[src/hw/vdp_cmd_pkg.sv]
`default_nettype none

package vdp_cmd_pkg;

  // Field widths for the 256 x 212 byte-per-pixel mode
  localparam int X_W      = 8;
  localparam int Y_W      = 9;
  localparam int COLOUR_W = 8;
  localparam int NX_W     = 9;
  localparam int NY_W     = 10;

  typedef logic [X_W-1:0]       x_t;
  typedef logic [Y_W-1:0]       y_t;
  typedef logic [Y_W+X_W-1:0]   vram_addr_t;  // Row then column
  typedef logic [COLOUR_W-1:0]  colour_t;
  typedef logic [NX_W-1:0]      nx_t;
  typedef logic [NY_W-1:0]      ny_t;

  // Upper nibble of CMR, anything else is a no-op
  typedef enum logic [3:0] {
    CMD_PSET = 4'b0101,
    CMD_LMMV = 4'b1000,
    CMD_HMMV = 4'b1100
  } cmd_code_t;

  // Lower three bits of CMR; 5 to 7 keep the destination
  typedef enum logic [2:0] {
    OP_IMP = 3'd0,
    OP_AND = 3'd1,
    OP_OR  = 3'd2,
    OP_XOR = 3'd3,
    OP_NOT = 3'd4
  } logic_op_t;

  typedef struct packed {
    vram_addr_t addr;
    colour_t    colour;
    logic       read_first;   // Logical commands only
    logic_op_t  op;
    logic       transparent;
  } pixel_op_t;

  // Host register numbers
  localparam logic [3:0] REG_DX_LO = 4'd4;
  localparam logic [3:0] REG_DX_HI = 4'd5;
  localparam logic [3:0] REG_DY_LO = 4'd6;
  localparam logic [3:0] REG_DY_HI = 4'd7;
  localparam logic [3:0] REG_NX_LO = 4'd8;
  localparam logic [3:0] REG_NX_HI = 4'd9;
  localparam logic [3:0] REG_NY_LO = 4'd10;
  localparam logic [3:0] REG_NY_HI = 4'd11;
  localparam logic [3:0] REG_CLR   = 4'd12;
  localparam logic [3:0] REG_ARG   = 4'd13;
  localparam logic [3:0] REG_CMR   = 4'd14;

  localparam int FIFO_DEPTH = 4;
  localparam x_t X_LAST     = 8'd255;  // Right screen edge

endpackage

`default_nettype wire

[src/hw/vdp_cmd_regs.sv]
`default_nettype none

module vdp_cmd_regs (
  input  logic                 clk,
  input  logic                 reset,
  input  logic                 reg_wr_req,
  input  logic [3:0]           reg_num,
  input  vdp_cmd_pkg::colour_t reg_data,
  output logic                 reg_wr_ack,
  input  logic                 walk_busy,
  input  logic                 fifo_empty,
  input  logic                 rmw_idle,
  output logic                 start,
  output vdp_cmd_pkg::x_t      dx,
  output vdp_cmd_pkg::y_t      dy,
  output vdp_cmd_pkg::nx_t     nx,
  output vdp_cmd_pkg::ny_t     ny,
  output vdp_cmd_pkg::colour_t clr,
  output logic [3:0]           arg,
  output logic [7:0]           cmd,
  output logic                 ce
);
  import vdp_cmd_pkg::*;

  logic wr_pending;
  logic cmd_busy;
  logic drained;

  assign wr_pending = reg_wr_req != reg_wr_ack;
  assign cmd_busy   = ce | start;  // Covers the cycle before ce rises
  assign drained    = !walk_busy && fifo_empty && rmw_idle;

  always_ff @(posedge clk or posedge reset) begin
    if (reset) begin
      reg_wr_ack <= 1'b0;
      start      <= 1'b0;
      ce         <= 1'b0;
      dx         <= '0;
      dy         <= '0;
      nx         <= '0;
      ny         <= '0;
      clr        <= '0;
      arg        <= '0;
      cmd        <= '0;
    end else begin
      start <= 1'b0;
      if (start) begin
        ce <= 1'b1;
      end else if (ce && drained) begin
        ce <= 1'b0;
      end

      if (wr_pending) begin
        reg_wr_ack <= ~reg_wr_ack;
        case (reg_num)
          REG_DX_LO: dx <= reg_data;
          REG_DY_LO: dy[7:0] <= reg_data;
          REG_DY_HI: dy[8] <= reg_data[0];
          REG_NX_LO: nx[7:0] <= reg_data;
          REG_NX_HI: nx[8] <= reg_data[0];
          REG_NY_LO: ny[7:0] <= reg_data;
          REG_NY_HI: ny[9:8] <= reg_data[1:0];
          REG_CLR:   clr <= reg_data;
          REG_ARG:   arg <= reg_data[3:0];  // DIY, DIX, EQ, MM
          REG_CMR: begin
            // Dropped while a command runs
            if (!cmd_busy) begin
              cmd   <= reg_data;
              start <= 1'b1;
            end
          end
          default: ;  // Column high byte and unknown numbers
        endcase
      end
    end
  end

  // A second command must not restart the walker mid-flight
  a_start_idle: assert property (@(posedge clk) disable iff (reset)
    start |-> !ce);

endmodule

`default_nettype wire

[src/hw/vdp_rect_walker.sv]
`default_nettype none

module vdp_rect_walker (
  input  logic                   clk,
  input  logic                   reset,
  input  logic                   start,
  input  vdp_cmd_pkg::x_t        dx,
  input  vdp_cmd_pkg::y_t        dy,
  input  vdp_cmd_pkg::nx_t       nx,
  input  vdp_cmd_pkg::ny_t       ny,
  input  vdp_cmd_pkg::colour_t   clr,
  input  logic [3:0]             arg,
  input  logic [7:0]             cmd,
  output logic                   op_valid,
  output vdp_cmd_pkg::pixel_op_t op,
  input  logic                   op_ready,
  output logic                   walk_busy
);
  import vdp_cmd_pkg::*;

  cmd_code_t code;
  logic      is_fill;
  logic      single;
  nx_t       nx_eff;
  ny_t       ny_eff;
  x_t        x;
  x_t        x_first;
  x_t        x_next;
  y_t        y;
  y_t        y_next;
  nx_t       nx_left;
  nx_t       nx_load;
  ny_t       ny_left;
  colour_t   colour;
  logic      dix;
  logic      diy;
  logic      read_first;
  logic_op_t lop;
  logic      transparent;
  logic      take;
  logic      row_end;
  logic      last;

  assign code    = cmd_code_t'(cmd[7:4]);
  assign is_fill = code inside {CMD_HMMV, CMD_LMMV, CMD_PSET};
  assign single  = code == CMD_PSET;
  assign nx_eff  = (single || nx == '0) ? nx_t'(1) : nx;  // Zero counts as one
  assign ny_eff  = (single || ny == '0) ? ny_t'(1) : ny;

  assign take    = op_valid && op_ready;
  assign x_next  = dix ? x - 1'b1 : x + 1'b1;
  assign y_next  = diy ? y - 1'b1 : y + 1'b1;
  assign row_end = (nx_left == nx_t'(1)) || (dix ? (x == '0) : (x == X_LAST));
  assign last    = row_end && ((ny_left == ny_t'(1)) || (diy && y == '0));

  always_ff @(posedge clk or posedge reset) begin
    if (reset) begin
      op_valid <= 1'b0;
      x        <= '0;
      y        <= '0;
      nx_left  <= '0;
      ny_left  <= '0;
    end else if (start) begin
      op_valid <= is_fill;  // No-op commands finish here
      x        <= dx;
      y        <= dy;
      nx_left  <= nx_eff;
      ny_left  <= ny_eff;
    end else if (take) begin
      if (last) begin
        op_valid <= 1'b0;
      end else if (row_end) begin
        x       <= x_first;
        y       <= y_next;
        nx_left <= nx_load;
        ny_left <= ny_left - 1'b1;
      end else begin
        x       <= x_next;
        nx_left <= nx_left - 1'b1;
      end
    end
  end

  // Command fields held for the whole walk
  always_ff @(posedge clk) begin
    if (start) begin
      x_first     <= dx;
      nx_load     <= nx_eff;
      colour      <= clr;
      dix         <= arg[2];
      diy         <= arg[3];
      read_first  <= code != CMD_HMMV;
      lop         <= logic_op_t'(cmd[2:0]);
      transparent <= cmd[3] && code != CMD_HMMV;
    end
  end

  always_comb begin
    op.addr        = {y, x};
    op.colour      = colour;
    op.read_first  = read_first;
    op.op          = lop;
    op.transparent = transparent;
  end

  assign walk_busy = op_valid;

  // Relies on the register file never starting mid-walk
  a_op_hold: assert property (@(posedge clk) disable iff (reset)
    op_valid && !op_ready |=> op_valid && $stable(op));

endmodule

`default_nettype wire

[src/hw/vdp_op_fifo.sv]
`default_nettype none

module vdp_op_fifo #(
  parameter type payload_t = vdp_cmd_pkg::pixel_op_t,
  parameter int  DEPTH     = vdp_cmd_pkg::FIFO_DEPTH
) (
  input  logic     clk,
  input  logic     reset,
  input  logic     in_valid,
  input  payload_t in_data,
  output logic     in_ready,
  output logic     out_valid,
  output payload_t out_data,
  input  logic     out_ready,
  output logic     empty
);

  localparam int PTR_W = (DEPTH > 1) ? $clog2(DEPTH) : 1;
  localparam int CNT_W = $clog2(DEPTH + 1);

  payload_t         mem [DEPTH];
  logic [PTR_W-1:0] wr_ptr;
  logic [PTR_W-1:0] rd_ptr;
  logic [CNT_W-1:0] count;
  logic             push;
  logic             pop;

  assign in_ready  = count != CNT_W'(DEPTH);  // Low while full
  assign empty     = count == '0;
  assign out_valid = !empty;
  assign out_data  = mem[rd_ptr];
  assign push      = in_valid && in_ready;
  assign pop       = out_valid && out_ready;

  always_ff @(posedge clk or posedge reset) begin
    if (reset) begin
      wr_ptr <= '0;
      rd_ptr <= '0;
      count  <= '0;
    end else begin
      if (push) begin
        wr_ptr <= (wr_ptr == PTR_W'(DEPTH - 1)) ? '0 : wr_ptr + 1'b1;
      end
      if (pop) begin
        rd_ptr <= (rd_ptr == PTR_W'(DEPTH - 1)) ? '0 : rd_ptr + 1'b1;
      end
      case ({push, pop})
        2'b10:   count <= count + 1'b1;
        2'b01:   count <= count - 1'b1;
        default: ;  // Both or neither
      endcase
    end
  end

  always_ff @(posedge clk) begin
    if (push) begin
      mem[wr_ptr] <= in_data;
    end
  end

  a_no_write_full: assert property (@(posedge clk) disable iff (reset)
    (count == CNT_W'(DEPTH)) && !pop |=> $stable(wr_ptr));
  a_no_read_empty: assert property (@(posedge clk) disable iff (reset)
    empty && !push |=> $stable(rd_ptr) && empty);

endmodule

`default_nettype wire

[src/hw/vdp_vram_rmw.sv]
`default_nettype none

module vdp_vram_rmw (
  input  logic                    clk,
  input  logic                    reset,
  input  logic                    op_valid,
  input  vdp_cmd_pkg::pixel_op_t  op,
  output logic                    op_ready,
  output vdp_cmd_pkg::vram_addr_t vram_addr,
  output vdp_cmd_pkg::colour_t    vram_wr_data,
  output logic                    vram_rd_req,
  output logic                    vram_wr_req,
  input  logic                    vram_rd_ack,
  input  logic                    vram_wr_ack,
  input  vdp_cmd_pkg::colour_t    vram_rd_data,
  output logic                    idle
);
  import vdp_cmd_pkg::*;

  typedef enum logic [1:0] {
    ST_IDLE,
    ST_RD_WAIT,
    ST_WR_WAIT
  } state_t;

  state_t    state;
  colour_t   src;
  logic_op_t lop;
  logic      transparent;
  colour_t   result;
  logic      accept;
  logic      rd_done;

  assign idle     = state == ST_IDLE;
  assign op_ready = idle;
  assign accept   = op_valid && op_ready;
  assign rd_done  = (state == ST_RD_WAIT) && (vram_rd_req == vram_rd_ack);

  // Source colour against the byte read back
  always_comb begin
    if (transparent && src == '0) begin
      result = vram_rd_data;
    end else begin
      case (lop)
        OP_IMP:  result = src;
        OP_AND:  result = src & vram_rd_data;
        OP_OR:   result = src | vram_rd_data;
        OP_XOR:  result = src ^ vram_rd_data;
        OP_NOT:  result = ~src;
        default: result = vram_rd_data;  // Reserved codes keep the pixel
      endcase
    end
  end

  always_ff @(posedge clk or posedge reset) begin
    if (reset) begin
      state       <= ST_IDLE;
      vram_rd_req <= 1'b0;
      vram_wr_req <= 1'b0;
    end else begin
      case (state)
        ST_IDLE: begin
          if (op_valid) begin
            if (op.read_first) begin
              vram_rd_req <= ~vram_rd_req;
              state       <= ST_RD_WAIT;
            end else begin
              vram_wr_req <= ~vram_wr_req;  // HMMV goes straight to write
              state       <= ST_WR_WAIT;
            end
          end
        end
        ST_RD_WAIT: begin
          if (rd_done) begin
            vram_wr_req <= ~vram_wr_req;
            state       <= ST_WR_WAIT;
          end
        end
        ST_WR_WAIT: begin
          if (vram_wr_req == vram_wr_ack) begin
            state <= ST_IDLE;
          end
        end
        default: state <= ST_IDLE;
      endcase
    end
  end

  always_ff @(posedge clk) begin
    if (accept) begin
      vram_addr    <= op.addr;
      vram_wr_data <= op.colour;
      src          <= op.colour;
      lop          <= op.op;
      transparent  <= op.transparent;
    end else if (rd_done) begin
      vram_wr_data <= result;
    end
  end

  a_addr_hold: assert property (@(posedge clk) disable iff (reset)
    ((vram_rd_req != vram_rd_ack) || (vram_wr_req != vram_wr_ack)) |=> $stable(vram_addr));

endmodule

`default_nettype wire

[src/hw/vdp_cmd_engine.sv]
`default_nettype none

module vdp_cmd_engine (
  input  logic                    clk,
  input  logic                    reset,
  input  logic                    reg_wr_req,
  input  logic [3:0]              reg_num,
  input  vdp_cmd_pkg::colour_t    reg_data,
  output logic                    reg_wr_ack,
  output vdp_cmd_pkg::vram_addr_t vram_addr,
  output vdp_cmd_pkg::colour_t    vram_wr_data,
  output logic                    vram_rd_req,
  output logic                    vram_wr_req,
  input  logic                    vram_rd_ack,
  input  logic                    vram_wr_ack,
  input  vdp_cmd_pkg::colour_t    vram_rd_data,
  output logic                    ce
);
  import vdp_cmd_pkg::*;

  logic      start;
  x_t        dx;
  y_t        dy;
  nx_t       nx;
  ny_t       ny;
  colour_t   clr;
  logic [3:0] arg;
  logic [7:0] cmd;
  logic      walk_busy;
  logic      fifo_empty;
  logic      rmw_idle;
  logic      walk_valid;
  pixel_op_t walk_op;
  logic      walk_ready;
  logic      rmw_valid;
  pixel_op_t rmw_op;
  logic      rmw_ready;

  vdp_cmd_regs regs_i (
    .clk, .reset, .reg_wr_req, .reg_num, .reg_data, .reg_wr_ack,
    .walk_busy, .fifo_empty, .rmw_idle, .start,
    .dx, .dy, .nx, .ny, .clr, .arg, .cmd, .ce
  );

  vdp_rect_walker walker_i (
    .clk, .reset, .start, .dx, .dy, .nx, .ny, .clr, .arg, .cmd,
    .op_valid (walk_valid),
    .op       (walk_op),
    .op_ready (walk_ready),
    .walk_busy
  );

  vdp_op_fifo #(
    .payload_t (pixel_op_t),
    .DEPTH     (FIFO_DEPTH)
  ) op_fifo_i (
    .clk, .reset,
    .in_valid  (walk_valid),
    .in_data   (walk_op),
    .in_ready  (walk_ready),
    .out_valid (rmw_valid),
    .out_data  (rmw_op),
    .out_ready (rmw_ready),
    .empty     (fifo_empty)
  );

  vdp_vram_rmw rmw_i (
    .clk, .reset,
    .op_valid (rmw_valid),
    .op       (rmw_op),
    .op_ready (rmw_ready),
    .vram_addr, .vram_wr_data, .vram_rd_req, .vram_wr_req,
    .vram_rd_ack, .vram_wr_ack, .vram_rd_data,
    .idle     (rmw_idle)
  );

endmodule

`default_nettype wire

[config.mk]
export PLATFORM = sky130hd
export DESIGN_NAME = vdp_cmd_engine
export DESIGN_NICKNAME = d
export VERILOG_FILES = /design/src/hw/vdp_cmd_pkg.sv /design/src/hw/vdp_cmd_regs.sv /design/src/hw/vdp_rect_walker.sv /design/src/hw/vdp_op_fifo.sv /design/src/hw/vdp_vram_rmw.sv /design/src/hw/vdp_cmd_engine.sv
export SDC_FILE = /design/constraint.sdc
export NUM_CORES = 1
export LEC_CHECK = 0
export CAP_MARGIN = 10
export CORE_AREA = 2 2 157 159
export DETAILED_ROUTE_END_ITERATION = 8
export DIE_AREA = 0 0 159 161
export DONT_BUFFER_PORTS = 1
export GPL_ROUTABILITY_DRIVEN = 0
export PLACE_DENSITY = 0.69
export SETUP_SLACK_MARGIN = 0.4
export SYNTH_ARGS = -nofsm -noshare
export SYNTH_HDL_FRONTEND = slang
export SYNTH_SLANG_ARGS = --single-unit
[constraint.sdc]
create_clock -name clk -period 6.4 [get_ports clk]
set_input_delay 1.28 -clock clk [delete_from_list [all_inputs] [get_ports clk]]
set_output_delay 1.28 -clock clk [all_outputs]
set_load 0.01 [all_outputs]
==> metrics.md, run 1 <==
| Metric | Value |
|---|---|
| Outcome | complete, no violations |
| Max-slew violations | 0 |
| Final Hold Viols | 0 |
| Async SR Flop Fraction | a little over a third |
| Setup Buffers After CTS | 0 |
| Clk_skew | 0.0120 ns |
| Fin area | roughly 14000 sq um |
| First-pass GRT wire length | 41300 um |
| Skew-Pair Late Insertion Delay | 0.55 ns |
| Hold Crit Class | flop to flop |
| Cell taking the most area after synthesis | edfxtp_1 |
| Final wirelength | about 25000 um |
| Mapped cell area | 12900 sq um |
| Worst setup slack after layout | 3.31 ns |
| Total CTS buffers | 30 |
| Top-area cell type share of the netlist area | 43.9% |
| Placed cell count | 1212 |
| Worst hold endpoint | walker_i.colour[5] |
| Final ANT Viol Nets | 0 |
| Crit path buffers/inverters | 2 |
| Post-CTS Hold Fix Bufs | 0 |
| Die area | 25600 sq um |
| HPWL after DPL | 16000 um |
| # clock sinks | 294 |
| Area of the multi-input gates | 4330 sq um |
| Most frequent CP cell | nor2_1 |
| DRC | 0 |
| Fin crit share | 48.2% |
| Io pins | 54 |
| Clock transition at path regs | about 0.060 ns |
| Root Buffer | clkbuf_16 |
| Max-Slew Margin vs Limit | 38.0% |
| Synth Warn # | 0 |
| Fillers | 1903 |
| Cell area power density | 465 nW/um^2 |
| EDFF count, synth | 189 |
| Floorplan core area | 24000 sq um |
| Placed cell areas | 13300 sq um |
| Fin cells | about 1300 |
| Antenna diodes | 0 |
| Worst slack, placed | 3.33 ns |
| Worst-Margin Slew | 0.926 ns |
| Largest net degree at the start of global routing | 78 |
| Area contributors post-synth | edfxtp_1, dfrtp_1, mux4_2, mux2_2, ha_1 |
| Static leakage | approximately 5.3 nW |
| WL/cell | 19.9 um |
| Most common library cells after synthesis | edfxtp_1, dfrtp_1, nand2_1 |
| Antenna violations before repair | 0 |
| Critical path capture point type | flop |
| Die width | 159 um |
| Upper clock frequency limit | approximately 320 MHz |
| Worst path cell trace | buf_4 -> clkinv_1 -> nor2_1 -> and2_1 -> nor2_1 -> nor2_1 -> o22a_1 |
| RSZ-0062 raised after global routing | no |
| M1 WL | between 10000 and 15000 um |
| Max-Cap Viols | 0 |
| Post-CTS resize count | 0 |
| Vias in the first global route | 7612 |
| Register Area | between 8000 and 9000 sq um |
| Reg-to-reg endpoint | walker_i.ny_left[3] |
| Min Hold Slack | 0.449 ns |
| Final setup viols | 0 |
| Crit Path Max Fanout | 77 |
| Hold depth | 0 |
| CTS Buffer Depth | 3 |
| Critical path's slowest cell | nor2_1 |
| Main synth FF type | edfxtp_1 |
| Row cnt | 57 |
| Yosys cell types | between 60 and 70 |
| Worst setup SP type | flop |
| Pwr Total | 6.61 mW |
| Worst Path Required | 6.89 ns |
| FF-to-FF Start | regs_i.start |
| Cell count after synthesis | between 900 and 1000 |
| Syn nets | 979 |
| Worst R2R Path Depth | 7 |
| Crit path largest cell delay | 0.86 ns |
| IO Port Bufs | 0 |
| Vert. Die Dim | ~160 um |
| GR Overflow Total | 0 |
| Fin crit period | 3.09 ns |
| Metal2 WL | approximately 12000 um |
| Worst hold path startpoint | regs_i.clr[5] |
| DR iter-0 viols | approximately 560 |
| Initial DRT Pass Iterations | 7 |
| Yosys reg bits | 294 |
| Family with the most delay on the worst path | simple AND/OR/NAND/NOR gates |
| Finished Core Util | approximately 60% |
| Area grow syn2layout | 9.89% |
| H-tree depth | 1 |
| WL met3 | between 1000 and 1500 um |
| All-Layer GR Usage | 20.2% |
| TNS Setup | 0 ns |
| Maximum vdd ir drop | 221 uV |
| Layout cell share with drive strength beyond 1 | 15.5% |
| Post-synthesis average cell area | approximately 14 sq um |
| Most frequent cell after synthesis | edfxtp_1 |
| CP arrival | 3.58 ns |
| Vias/cell | 5.79 |
| Top Layer Used | met4 |
| Nets@finish | 987 |
| CTS tree | built |
| Register area share after synthesis | 64.2% |
| Initial Util | 54.0% |
| Via total after detailed routing | 7342 |
| Reg-to-reg slack, setup | 3.31 ns |
| Crit path kind | flop to flop |
routing by layer:
| layer | up-vias | global-route usage [%] |
|---|---|---|
| met5 | - | 0 |
| met4 | 0 | 5.50 |
| met3 | 37 | 3.11 |
| met2 | 161 | 33.1 |
| met1 | 3701 | 28.8 |
| li1 | 3443 | - |
flip-flops by register name, indices dropped and copies added, names as in the netlist, 3 cells and up:
name                count
walker_i.ny_left       10
walker_i.x_first        8
walker_i.y              9
regs_i.dx               8
op_fifo_i.mem         120
regs_i.clr              8
rmw_i.src               8
regs_i.ny              10
regs_i.cmd              8
rmw_i.vram_addr        17
walker_i.lop            3
rmw_i.lop               3
walker_i.nx_load        9
regs_i.dy               9
walker_i.x              8
walker_i.nx_left        9
regs_i.nx               9
rmw_i.vram_wr_data      8
walker_i.colour         8
op_fifo_i.count         3
cells by family after synthesis:
| family | after synthesis | synth area share [%] |
|---|---|---|
| xor+xnor | 34 | 2.30 |
| flops | 294 | 64.2 |
| compound gates | 140 | 7.44 |
| simple gates | 235 | 8.97 |
| fa+ha+maj | 42 | 4.24 |
| mux | 92 | 10.5 |
| buf+inv | 75 | 2.31 |
how the worst max path moves through the flow:
stage | slack, ns | endpoint | cells after the start | from
after floorplan | 2.36 | op_fifo_i.count[0] | 1 | reset
final | 3.31 | walker_i.ny_left[3] | 7 | regs_i.start
after detailed placement | 3.33 | walker_i.ny_left[5] | 7 | regs_i.start
after global placement | 3.38 | walker_i.ny_left[3] | 7 | regs_i.start
after CTS | 3.33 | walker_i.ny_left[3] | 7 | regs_i.start
after global routing | 3.02 | walker_i.ny_left[8] | 7 | regs_i.start
cell usage in the layout (no fill, tap or decap), drive strengths merged, types with 4 or more instances in the layout:
master	Yosys	final
nand3	18	18
xor2	15	15
xnor2	19	19
o31ai	6	6
o221ai	4	4
clkbuf	23	37
o21a	8	8
clkinvlp	0	5
and3	6	6
nor4	11	11
nor2	50	50
o22ai	8	8
or3	4	4
mux2	50	50
a21oi	34	34
dfrtp	105	105
nand4	5	5
nor2b	13	13
clkinv	2	15
nand2	81	81
and2	15	15
ha	39	39
o41ai	5	5
a221o	14	14
mux2i	12	12
nor3	12	12
o21ai	31	31
buf	13	12
edfxtp	189	189
mux4	30	30
inv	37	37
power breakdown:
group          internal (mW)  total [mW]  switching, mW
clock                  0.924        1.63          0.707
combinational          0.854        1.84          0.983
sequential              2.65        3.14          0.493
total                   4.42        6.61           2.18
layout make-up:
cell class | count | area share, %
repair buffers | 12 | 0.634
multi-input cells | 543 | 30.5
well taps | 324 | 2.85
flip-flops and latches | 294 | 58.5
clock buffers | 37 | 5.62
inverters | 39 | 1.05
clock inverters | 19 | 0.898
(Power assumes the default switching activity.)
==> run 2: changes to the inputs <==
--- a/config.mk
+++ b/config.mk
@@ -11,7 +11,7 @@
 export DIE_AREA = 0 0 159 161
 export DONT_BUFFER_PORTS = 1
 export GPL_ROUTABILITY_DRIVEN = 0
-export PLACE_DENSITY = 0.69
+export PLACE_DENSITY = 0.72
 export SETUP_SLACK_MARGIN = 0.4
 export SYNTH_ARGS = -nofsm -noshare
 export SYNTH_HDL_FRONTEND = slang
==> constraint.sdc (replaced) <==
create_clock -name clk -period 2.8 [get_ports clk]
set_input_delay 0.56 -clock clk [delete_from_list [all_inputs] [get_ports clk]]
set_output_delay 0.56 -clock clk [all_outputs]
set_load 0.01 [all_outputs]
==> run 2 against run 1 <==
Net effect:
- routed wire length rose by 0.22%
- count of clock-buffer cells in the layout rose by 6
- sequential power rose by 130%
- combinational power rose by 140%
- worst setup slack got worse by 2.9 ns
- global-route usage fell by 0.18 points
- clock skew fell by 0.0028 ns
- register-to-register slack got worse by 2.9 ns
- utilization rose by 0.89 points
- critical path type unchanged
- largest power group unchanged
==> metrics.md, run 2 (synthesis gave the netlist of run 1 again) <==
| Metric | Value |
|---|---|
| Vert. Die Dim | 161 um |
| RSZ-0062 raised after global routing | yes |
| TNS Setup | 0 ns |
| All-Layer GR Usage | roughly 20% |
| Antenna violations before repair | 0 |
| Row cnt | between 50 and 60 |
| Hold depth | 0 |
| Worst setup slack after layout | 0.454 ns |
| Skew-Pair Late Insertion Delay | 0.55 ns |
| Worst Path Required | 3.23 ns |
| Crit path kind | flop to flop |
| WL/cell | 19.6 um |
| Vias/cell | 5.77 |
| Most frequent cells in the layout | edfxtp_1, dfrtp_1, nand2_1 |
| Outcome | complete, no violations |
| Worst-Margin Slew | 0.839 ns |
| Worst R2R Path Depth | 9 |
| Hold Crit Class | input pin to flop |
| Floorplan core area | 24000 sq um |
| First-pass GRT wire length | 40700 um |
| Crit path largest cell delay | ~0.46 ns |
| Critical path capture point type | flop |
| Die area | 25600 sq um |
| Cell area power density | 1050 nW/um^2 |
| Top reg by flops | op_fifo_i.mem |
| Fin cells | 1291 |
| Root Buffer | clkbuf_16 |
| HPWL after DPL | 16500 um |
| Commonest non-fill, non-tap cell in the layout | edfxtp_1 |
| Worst setup SP type | flop |
| Maximum vdd ir drop | about 570 uV |
| Worst path cell trace | buf_4 -> inv_1 -> fa_1 -> nor2b_1 -> o2111ai_1 -> a31oi_1 -> or3_1 -> a41oi_1 -> a221o_1 |
| Static leakage | roughly 5.4 nW |
| DRC | 0 |
| Clk_skew | 0.00923 ns |
| Critical path's slowest cell | fa_1 |
| Placed cell count | 1228 |
| Family with the most delay on the worst path | compound AO/OA/AOI/OAI gates |
| Upper clock frequency limit | 426 MHz |
| Initial Util | between 50% and 60% |
| Max reg flops | between 100 and 150 |
| Max-slew violations | 0 |
| Initial DRT Pass Iterations | 5 |
| Area grow syn2layout | 11.5% |
| Via total after detailed routing | 7452 |
| Total CTS buffers | 30 |
| Largest net degree at the start of global routing | between 90 and 100 |
| Vias in the first global route | 7545 |
| Die width | 159 um |
| Clock transition at path regs | 0.06 ns |
| GR Overflow Total | 0 |
| Antenna diodes | 0 |
| Fin crit period | about 2.3 ns |
| Min Hold Slack | 0.0403 ns |
| Largest regs | op_fifo_i.mem: 120 flops, rmw_i.vram_addr: 17 flops |
| CTS tree | built |
| DR iter-0 viols | 550 |
| Final Hold Viols | 0 |
| WP depth | 9 |
| Io pins | between 50 and 60 |
| Max-Cap Viols | 0 |
| H-tree depth | 1 |
| Final setup viols | 0 |
| Final wirelength | 25300 um |
| Final ANT Viol Nets | 0 |
| CP arrival | 2.77 ns |
| Nets@finish | around 1000 |
| CTS Buffer Depth | 3 |
| IO Port Bufs | 0 |
| Max-Slew Margin vs Limit | 43.9% |
| Crit path buffers/inverters | 2 |
| # clock sinks | 294 |
| Layout cell share with drive strength beyond 1 | 18.5% |
| Worst slack, placed | 0.348 ns |
| Fin crit share | 83.8% |
| Crit Path Max Fanout | 4 |
run 2: cell types whose count changed in the layout (fill, tap and decap cells not counted), moves of 2 or more:
cell | previous run | this run
buf_4 | 12 | 32
clkinv_1 | 10 | 5
clkbuf_1 | 6 | 10
clkbuf_8 | 0 | 3
and2_1 | 15 | 13
and2_2 | 0 | 2
clkinv_4 | 2 | 0
dfrtp_1 | 103 | 101
dfrtp_2 | 2 | 4
run 2: what timing repair did:
item	in CTS	in global routing
buffers inserted	0	6
pin swaps	0	2
hold buffers	1	0
endpoints found under the hold margin	14	0
endpoints found under the setup margin	3	15
resized for setup	2	9
gates cloned	0	0
run 2: per-layer routing:
metal,track usage (%),share of wire (%),vias to the layer above
met2,34.0,49,181
met3,4.11,5.0,34
met1,26.9,44,3732
li1,-,-,3505
met5,0,0,-
met4,5.00,2.1,0
run 2: power breakdown:
part | internal (mW) | switching [mW] | total (mW)
clock | 2.06 | 1.58 | 3.65
combinational | 2.09 | 2.27 | 4.35
sequential | 6.05 | 1.16 | 7.21
run 2: worst reg2reg max path, cell delays in order, from the launching register on:
cell and delay, ns:
edfxtp_1 0.39, buf_4 0.12, inv_1 0.05, fa_1 0.46, nor2b_1 0.19, o2111ai_1 0.17, a31oi_1 0.27, or3_1 0.16
a41oi_1 0.12, a221o_1 0.30
run 2: stage by stage:
stage / cell area (sq um) / total power, mW / util, %
2_1_floorplan: 12900 / 10.3 / -
6_report: 14400 / 15.2 / 60.2
4_1_cts: 14300 / 15.3 / 59.9
5_1_grt: 14400 / 16.2 / 60.2
3_3_place_gp: 13400 / 11.4 / 56.0
3_5_place_dp: 13400 / 11.6 / 56.0
run 2: final cells by class:
type	count	area [sq um]
fillers	1863	9540
flip-flops and latches	294	8310
multi-input cells	543	4370
clock buffers	43	830
well taps	324	405
repair buffers	35	275
inverters	39	150
clock inverters	13	83.8
run 2: worst paths after layout:
| check | start | to | slack (ns) |
|---|---|---|---|
| worst max-delay path | walker_i.diy | walker_i.y[8] | 0.45 |
| worst min-delay path | reg_wr_req | regs_i.reg_wr_ack | 0.04 |
| worst max register to register | walker_i.diy | walker_i.y[8] | 0.45 |
| worst min register to register | regs_i.clr[1] | walker_i.colour[1] | 0.44 |
| max in group asynchronous | reset | op_fifo_i.rd_ptr[0] | 1.50 |
| min in group asynchronous | reset | regs_i.dy[4] | 0.47 |
